`src/hw/stepper_pkg.sv`:
```
package stepper_pkg;

  // Phase counts per electrical cycle and the coil offsets
  localparam int PHASE_STEPS = 192;
  localparam int COIL_B_OFFSET = 64;
  localparam int COIL_C_OFFSET = 128;

  typedef logic [7:0] phase_t;
  typedef logic [9:0] off_time_t;
  typedef logic [7:0] short_time_t;

  // Per coil {s_1, s_2}, s_1 set drives leg 1 high
  typedef struct packed {
    logic [1:0] a;
    logic [1:0] b;
    logic [1:0] c;
  } polarity_t;

  typedef struct packed {
    short_time_t blank;
    off_time_t   off;
    short_time_t min_on;
  } coil_timers_t;

  typedef struct packed {
    off_time_t fastdecay_threshold;
    logic      invert_high;
    logic      invert_low;
  } bridge_cfg_t;

  // Leg order from MSB: a1, a2, b1, b2, c1, c2
  typedef struct packed {
    logic [5:0] high;
    logic [5:0] low;
  } gates_t;

endpackage

```
`src/hw/step_decode.sv`:
```
`timescale 1ns/1ps

module step_decode import stepper_pkg::*; (
  input  logic      clk,
  input  logic      resetn,
  input  logic      step,
  input  logic      dir,
  input  logic      enable_in,
  output phase_t    phase_a,
  output phase_t    phase_b,
  output phase_t    phase_c,
  output polarity_t polarity,
  output logic      enable
);

  logic [1:0] step_sync;
  logic [1:0] dir_sync;
  logic       step_prev;
  logic       step_rise;
  phase_t     count [3];

  // Wrapping step of one phase counter
  function automatic phase_t next_phase(phase_t p, logic up);
    if (up) begin
      return (p == phase_t'(PHASE_STEPS - 1)) ? '0 : phase_t'(p + 1'b1);
    end
    return (p == '0) ? phase_t'(PHASE_STEPS - 1) : phase_t'(p - 1'b1);
  endfunction

  // First half of the cycle drives leg 1 high, second half leg 2
  function automatic logic [1:0] polarity_of(phase_t p);
    return (p < phase_t'(PHASE_STEPS / 2)) ? 2'b10 : 2'b01;
  endfunction

  // Two flop synchronizers plus edge detect on step
  always_ff @(posedge clk) begin
    if (!resetn) begin
      step_sync <= '0;
      dir_sync  <= '0;
      step_prev <= 1'b0;
      enable    <= 1'b0;
    end else begin
      step_sync <= {step_sync[0], step};
      dir_sync  <= {dir_sync[0], dir};
      step_prev <= step_sync[1];
      enable    <= enable_in;
    end
  end

  assign step_rise = step_sync[1] & ~step_prev;

  always_ff @(posedge clk) begin
    if (!resetn) begin
      count[0] <= '0;
      count[1] <= phase_t'(COIL_B_OFFSET);
      count[2] <= phase_t'(COIL_C_OFFSET);
    end else if (step_rise) begin
      for (int i = 0; i < 3; i++) begin
        count[i] <= next_phase(count[i], dir_sync[1]);
      end
    end
  end

  assign phase_a = count[0];
  assign phase_b = count[1];
  assign phase_c = count[2];

  assign polarity.a = polarity_of(count[0]);
  assign polarity.b = polarity_of(count[1]);
  assign polarity.c = polarity_of(count[2]);

endmodule

```
`src/hw/chopper_timers.sv`:
```
`timescale 1ns/1ps

module chopper_timers import stepper_pkg::*; #(
  parameter int OFF_TIME    = 40,
  parameter int BLANK_TIME  = 6,
  parameter int MIN_ON_TIME = 12
) (
  input  logic               clk,
  input  logic               resetn,
  input  logic         [2:0] off_start,
  output coil_timers_t [2:0] timers
);

  localparam off_time_t   OFF_LOAD    = off_time_t'(OFF_TIME);
  localparam short_time_t BLANK_LOAD  = short_time_t'(BLANK_TIME);
  localparam short_time_t MIN_ON_LOAD = short_time_t'(MIN_ON_TIME);

  logic [2:0] off_done;

  // Last off count, a new on period begins on this edge
  always_comb begin
    for (int i = 0; i < 3; i++) begin
      off_done[i] = (timers[i].off == off_time_t'(1));
    end
  end

  always_ff @(posedge clk) begin
    if (!resetn) begin
      for (int i = 0; i < 3; i++) begin
        timers[i].off    <= '0;
        timers[i].blank  <= BLANK_LOAD;
        timers[i].min_on <= MIN_ON_LOAD;
      end
    end else begin
      for (int i = 0; i < 3; i++) begin
        // Off timer, loaded by the comparator trip
        if (off_start[i]) begin
          timers[i].off <= OFF_LOAD;
        end else if (timers[i].off != '0) begin
          timers[i].off <= timers[i].off - 1'b1;
        end

        // Blanking hides the switching spike at the start of the on period
        if (off_done[i]) begin
          timers[i].blank <= BLANK_LOAD;
        end else if (timers[i].blank != '0) begin
          timers[i].blank <= timers[i].blank - 1'b1;
        end

        // Minimum on window, a trip inside it is a fault
        if (off_done[i]) begin
          timers[i].min_on <= MIN_ON_LOAD;
        end else if (timers[i].min_on != '0) begin
          timers[i].min_on <= timers[i].min_on - 1'b1;
        end
      end
    end
  end

endmodule

```
`src/hw/bridge_control.sv`:
```
`timescale 1ns/1ps

module bridge_control import stepper_pkg::*; (
  input  logic               clk,
  input  logic               resetn,
  input  bridge_cfg_t        cfg,
  input  polarity_t          polarity,
  input  logic               enable,
  input  coil_timers_t [2:0] timers,
  input  logic         [2:0] analog_cmp,
  output gates_t             gates,
  output logic               faultn,
  output logic         [2:0] off_start
);

  logic [2:0][1:0] pol;
  logic [2:0]      fast_decay;
  logic [2:0]      slow_decay;
  logic [2:0]      coil_fault;
  logic [5:0]      raw_high;
  logic [5:0]      raw_low;
  // Gate controls before inversion, in gates_t leg order
  logic [5:0]      high_ctrl;
  logic [5:0]      low_ctrl;

  assign pol[0] = polarity.a;
  assign pol[1] = polarity.b;
  assign pol[2] = polarity.c;

  // Decay mode per coil, fast for the first part of the off time
  always_comb begin
    for (int i = 0; i < 3; i++) begin
      fast_decay[i] = (timers[i].off != '0) &&
                      (timers[i].off >= cfg.fastdecay_threshold);
      slow_decay[i] = (timers[i].off != '0) && !fast_decay[i];
    end
  end

  // Fast decay swaps the legs, slow decay shorts through both low sides
  always_comb begin
    int  leg;
    logic s;
    for (int i = 0; i < 3; i++) begin
      for (int j = 0; j < 2; j++) begin
        leg = 5 - 2 * i - j;
        s = pol[i][1 - j];
        raw_high[leg] = !slow_decay[i] && (fast_decay[i] ? !s : s);
        raw_low[leg]  = slow_decay[i] || (fast_decay[i] ? s : !s);
      end
    end
  end

  // Disabled bridge parks on the low sides, fault only drops high sides
  assign low_ctrl  = raw_low | {6{~enable}};
  assign high_ctrl = raw_high & {6{faultn & enable}};

  assign gates.high = high_ctrl ^ {6{cfg.invert_high}};
  assign gates.low  = low_ctrl ^ {6{cfg.invert_low}};

  // Peak current reached outside blanking starts the off time
  always_comb begin
    for (int i = 0; i < 3; i++) begin
      off_start[i] = analog_cmp[i] && (timers[i].blank == '0) &&
                     (timers[i].off == '0);
    end
  end

  // Off time running while minimum on is still counting
  always_comb begin
    for (int i = 0; i < 3; i++) begin
      coil_fault[i] = (timers[i].off != '0) && (timers[i].min_on != '0);
    end
  end

  // Latched until reset
  always_ff @(posedge clk) begin
    if (!resetn) begin
      faultn <= 1'b1;
    end else if (|coil_fault) begin
      faultn <= 1'b0;
    end
  end

endmodule

```
`src/hw/microstepper_top.sv`:
```
`timescale 1ns/1ps

module microstepper_top import stepper_pkg::*; #(
  parameter int OFF_TIME    = 40,
  parameter int BLANK_TIME  = 6,
  parameter int MIN_ON_TIME = 12
) (
  input  logic        clk,
  input  logic        resetn,
  input  logic        step,
  input  logic        dir,
  input  logic        enable_in,
  input  logic  [2:0] analog_cmp,
  input  bridge_cfg_t cfg,
  output gates_t      gates,
  output logic        faultn,
  output phase_t      phase_a,
  output phase_t      phase_b,
  output phase_t      phase_c
);

  polarity_t          polarity;
  logic               enable;
  coil_timers_t [2:0] timers;
  logic         [2:0] off_start;

  step_decode u_step_decode (
    .clk       (clk),
    .resetn    (resetn),
    .step      (step),
    .dir       (dir),
    .enable_in (enable_in),
    .phase_a   (phase_a),
    .phase_b   (phase_b),
    .phase_c   (phase_c),
    .polarity  (polarity),
    .enable    (enable)
  );

  chopper_timers #(
    .OFF_TIME    (OFF_TIME),
    .BLANK_TIME  (BLANK_TIME),
    .MIN_ON_TIME (MIN_ON_TIME)
  ) u_chopper_timers (
    .clk       (clk),
    .resetn    (resetn),
    .off_start (off_start),
    .timers    (timers)
  );

  bridge_control u_bridge_control (
    .clk        (clk),
    .resetn     (resetn),
    .cfg        (cfg),
    .polarity   (polarity),
    .enable     (enable),
    .timers     (timers),
    .analog_cmp (analog_cmp),
    .gates      (gates),
    .faultn     (faultn),
    .off_start  (off_start)
  );

endmodule

```
`config.mk`:
```
export PLATFORM = sky130hd
export DESIGN_NAME = microstepper_top
export DESIGN_NICKNAME = d
export VERILOG_FILES = /design/src/hw/stepper_pkg.sv /design/src/hw/step_decode.sv /design/src/hw/chopper_timers.sv /design/src/hw/bridge_control.sv /design/src/hw/microstepper_top.sv
export SDC_FILE = /design/constraint.sdc
export NUM_CORES = 1
export LEC_CHECK = 0
export ABC_AREA = 1
export BUFFER_PORTS_ARGS = -buffer_cell sky130_fd_sc_hd__buf_2
export CORE_ASPECT_RATIO = 1.4
export CORE_MARGIN = 1.5
export CORE_UTILIZATION = 61
export DETAILED_ROUTE_END_ITERATION = 16
export PLACE_DENSITY = 0.81
export SLEW_MARGIN = 30
export SYNTH_ARGS = -nofsm -noshare
export SYNTH_HDL_FRONTEND = slang
export SYNTH_SLANG_ARGS = --single-unit
```
`constraint.sdc`:
```
create_clock -name clk -period 3.6 [get_ports clk]
set_input_delay 0.36 -clock clk [delete_from_list [all_inputs] [get_ports clk]]
set_output_delay 0.36 -clock clk [all_outputs]
set_load 0.02 [all_outputs]
```
-- Word level (Yosys, flattened, before mapping)
Memory sizes are Yosys's and may differ from the RTL's.
Cells that the tools add are included.
- $add $sub $neg: 15
- order comparisons: 6
- equal/unequal tests: 6
- mux-type cells: 49
- bitwise operators: 12
- reduce and logical (&&, ||, !) cells: 67
- operators with widths (operator ; number):
    8-bit two-way mux ; 21
    8-bit by 1-bit subtractor with 8-bit output, second input constant ; 9
    8-bit logical NOT ; 6
    8-bit nonzero test ; 6
    6-bit two-way mux ; 6
    10-bit by 1-bit == test with 1-bit output, second input constant ; 3
    10-bit >= comparator ; 3
    10-bit logical NOT ; 3
    10-bit nonzero test ; 3
    10-bit by 1-bit subtractor with 10-bit output, second input constant ; 3
    8-bit by 1-bit adder with 8-bit output, second input constant ; 3
    8-bit == test, second input constant ; 3
    8-bit by 7-bit less-than comparator with 1-bit output, second input constant ; 3
    1-bit logical AND ; 21
    1-bit two-way mux ; 19
    1-bit logical NOT ; 12
    2-bit OR reduction ; 6
    6-bit XOR ; 2
    6-bit AND ; 1
    1-bit logical OR ; 6
    2-bit two-way mux ; 3
    6-bit OR ; 1
    2-bit nonzero test ; 3
    1-bit inverter ; 3
    3 further kinds ; 6
- register bits after elaboration: 85
- memory bits (writable): 24
- input bits: 20
- output and inout port bits: 37
- memories: 1
- memories (memory ; depth ; width ; read ports ; clocked after Yosys merged registers in ; wr ports ; RTL line ; text):
    u_step_decode.count ; 3 ; 8 ; 3 ; 0 ; 3 ; step_decode.sv:20 ; phase_t count [3];

-- Longest topological paths before layout
- word-level depth: 8
- mapped depth: 13
- gate-level depth less buffers: 13

-- By module
Synthesis repeated with hierarchy kept, for this count alone.
- cell total of the unflattened synthesis: 1190
- area, all modules: 7857.5 um^2
- modules (own cells, without submodules) (module ; times used ; cells an instance ; area each (um^2)):
    chopper_timers ; 1 ; 601 ; 4088.9
    step_decode ; 1 ; 343 ; 2369.8
    bridge_control ; 1 ; 246 ; 1398.8

-- Worst setup path before layout
No wires, ideal clock.
- path kind: register -> register
- start: register u_step_decode.step_sync[1]
- end: memory u_step_decode.count[0][0] in the netlist's numbering (enable)
- setup time: 0.438 ns
- arrival time: 2.070 ns
- required time: 3.162 ns
- setup slack: 1.091 ns
- stages on the path, launching flop included: 3
- buffers on the path: 0
- clock period less this slack: 2.509 ns
- cells stage by stage: dfxtp_1 inv_1 o21ai_0
- RTL lines (item ; RTL line ; text):
    start: declaration ; step_decode.sv:16 ; logic [1:0] step_sync;
    start signal: assignment ; step_decode.sv:43 ; step_sync <= {step_sync[0], step};
    end: declaration ; step_decode.sv:20 ;

==> impl_metrics.yaml <==
run_status:
  status: "finished, final reports clean"
clock_network:
  post_cts.repair.setup_buffers: 0
  clk_pin_slew_ns: 0.08
  cts.path.max_buffers: 2
  clk_latency_ns: 0.35
  cts-root-buf: "clkbuf_16"
  hold_buffers: 0
  cts_sinks: 109
  post_cts_resized: 0
  cts_tree: "yes"
  cts-buffers-inserted: 9
  htree_levels: 3
route:
  routed_wl_um: 15300
  antenna_left: 0
  drc: 0
  vias_per_cell: 5.46
  drt_iter0_markers: 336
  vias: 6483
  wl_per_cell_um: 12.9
  dr.pass1.iters: 5
synthesis:
  syn-cell-area_sq_um: 7060
  synth_seq_cells: 109
  synth_flop_cell: "dfxtp_1"
  yosysSeqAreaShare: 0.343
  ys_warn_count: 0
  avgSynthCellArea_sq_um: 7.21
  synth_edf_count: 24
  ys_types: 44
  postSynthCellCount: 979
  syn_nets: 1053
  synth_async_sr_flop_share: 0
global_routing:
  grt_first_pass_wirelength_um: 25500
  antenna_found_initial: 0
  grt_overflow_total: 0
  track_usage: 0.261
  grt_pass1_vias: 5913
  grt_max_degree: 26
pwr:
  p_sw_mw: 1.98
  irDropWorstVdd_uv: 365
  p_per_area_nw_per_um2: 620
  power_mw: 4.83
  netSwitchingFraction: 0.410
  cellLeakagePower_nw: 3.74
  p_seq_frac: 0.370
  clkPwrFrac: 0.211
  internal_power_mw: 2.85
  p_comb_frac: 0.419
worst_hold_path:
  worstHoldPathCells: 3
  min-delay-path-class: "in -> reg"
  min-delay-start: "step"
layout:
  final_cell_area_sq_um: 7800
  n_antenna_cell: 0
  nFillCells: 1012
  layout-drive-gt1-share: 0.117
  syn_to_final_growth_pct: 10.5
  layout.nets: 1113
  fin_cells: 1188
flow_run:
  cap_violations: 0
worst_setup_path:
  ff2ff_path_depth: 4
  start_kind: "register"
  critPathRequiredTime_ns: 3.24
  critPathLaunch: "u_chopper_timers.timers[60]"
  worst_setup_path_end_kind: "output pin"
  path_max_fanout: 4
  reg2reg_from: "u_step_decode.dir_sync[1]"
  worst-setup-path-type: "reg -> out"
  worstPathArrival_ns: 2.25
  reg2reg_slack_ns: 1.70
floorplan:
  dieArea_sq_um: 12200
  die_h_um: 130
  initial_utilization: 0.626
  dieWidth_um: 93.9
  pin_count: 57
  rows: 46
  core_area_sq_um: 11300
placed_design:
  numPortBuffers: 56
  placed_cell_area_sq_um: 7500
  dp_hpwl_um: 11600
  dp.cells: 1172
  gp_congestion: 0.881
sta:
  rsz0062_at_grt: "no"
  skew_ns: 0.00765
  setup_tns_ns: 0
  tightest_slew_ns: 0.737
  period_needed_ns: 2.61
  fin_crit_sh: 0.725
  max-slew-margin-rel: 0.508
  fmax_mhz: 383
  setup_viol: 0
  hold_viol: 0
  report.final.slew_viol_count: 0
[metrics by stage]
stage / hold WS [ns] / setup WS [ns] / utilization
detailed placement: 0.423 / 1.25 / 0.665
global route: 0.221 / 0.735 / 0.691
global placement: 0.401 / 1.30 / 0.665
finish: 0.199 / 0.988 / 0.691
CTS: 0.188 / 1.01 / 0.691
floorplan: 0.390 / 1.09 / -
[state kept, by name, summed over array words and instances, names as in the netlist]
signal / cells
u_step_decode.step_sync: 2
u_step_decode.dir_sync: 2
u_chopper_timers.timers: 78
u_step_decode.enable: 1
u_bridge_control.faultn: 1
u_step_decode.count: 24
u_step_decode.step_prev: 1
[logic make-up after synthesis]
logic type,synth area share
and+or+nand+nor,0.327
buffers and inverters,0.0778
AOI/OAI and AO/OA,0.0959
DFF,0.343
adders and majority gates,0.0957
xor gates and xnor gates,0.0571
muxes,0.00284
[cell usage after synthesis (all sizes together) (24+ instances only)]
cell type	n	share of area
nand2	214	0.12
o21ai	35	0.025
nor2	139	0.079
ha	54	0.096
dfxtp	85	0.24
edfxtp	24	0.10
nor3	29	0.023
inv	134	0.072
xor2	34	0.042
a21oi	64	0.045
nand4	37	0.036
nand3	61	0.048
[critical path: stages (launching register included)]
cell,delay (ns)
dfxtp_1,0.38
inv_1,0.10
ha_1,0.29
inv_1,0.05
nand2_1,0.04
nand2_1,0.05
nand2_1,0.06
nand3_1,0.12
nand3_1,0.16
nand2_1,0.12
nand2_1,0.09
nand2_1,0.10
nand4_1,0.08
nand2_1,0.09
buf_2,0.16
[power by group through the flow]
stage          clock network (mW)  logic (mW)  registers (mW)
4_1_cts                      1.03        2.03            1.79
3_3_place_gp                    0        1.94            1.81
3_5_place_dp                    0        2.01            1.81
2_1_floorplan                   0        1.63            1.76
6_report                     1.02        2.03            1.79
5_1_grt                      1.08        2.32            1.83
[area by class of cell]
type / count / area, sq um / share of cell area
well taps: 144 / 180 / 0.0231
multi-input cells: 726 / 4090 / 0.524
flip-flops and latches: 109 / 2420 / 0.311
repair buffers: 58 / 295 / 0.0379
clock buffers: 11 / 243 / 0.0311
inverters: 135 / 513 / 0.0658
clock inverters: 5 / 57.6 / 0.00738
[cells in the final DEF, fill, tap and decap left out, types with 26 or more instances in the layout]
cell type / instances
xor2_1: 34
inv_1: 130
ha_1: 54
nand4_1: 33
a21oi_1: 64
nor3_1: 26
nor2_1: 132
dfxtp_1: 85
o21ai_0: 33
nand2_1: 202
buf_2: 56
nand3_1: 58
[final timing paths]
kind	endpoint
worst min-delay path	u_step_decode.step_sync[0]
worst min register to register	u_chopper_timers.timers[51]
worst max register to register	u_step_decode.count[0][7]
worst max-delay path	gates[0]
[metal layers]
layer  up-vias  part of all wire  global-route usage
li1       3336                 -                   -
met1      2932              0.44               0.313
met2       179              0.49               0.458
met3        36             0.049              0.0484
met4         0             0.026               0.107
met5         -                 0                   0
Note: power is estimated with default switching activity, not from simulation.
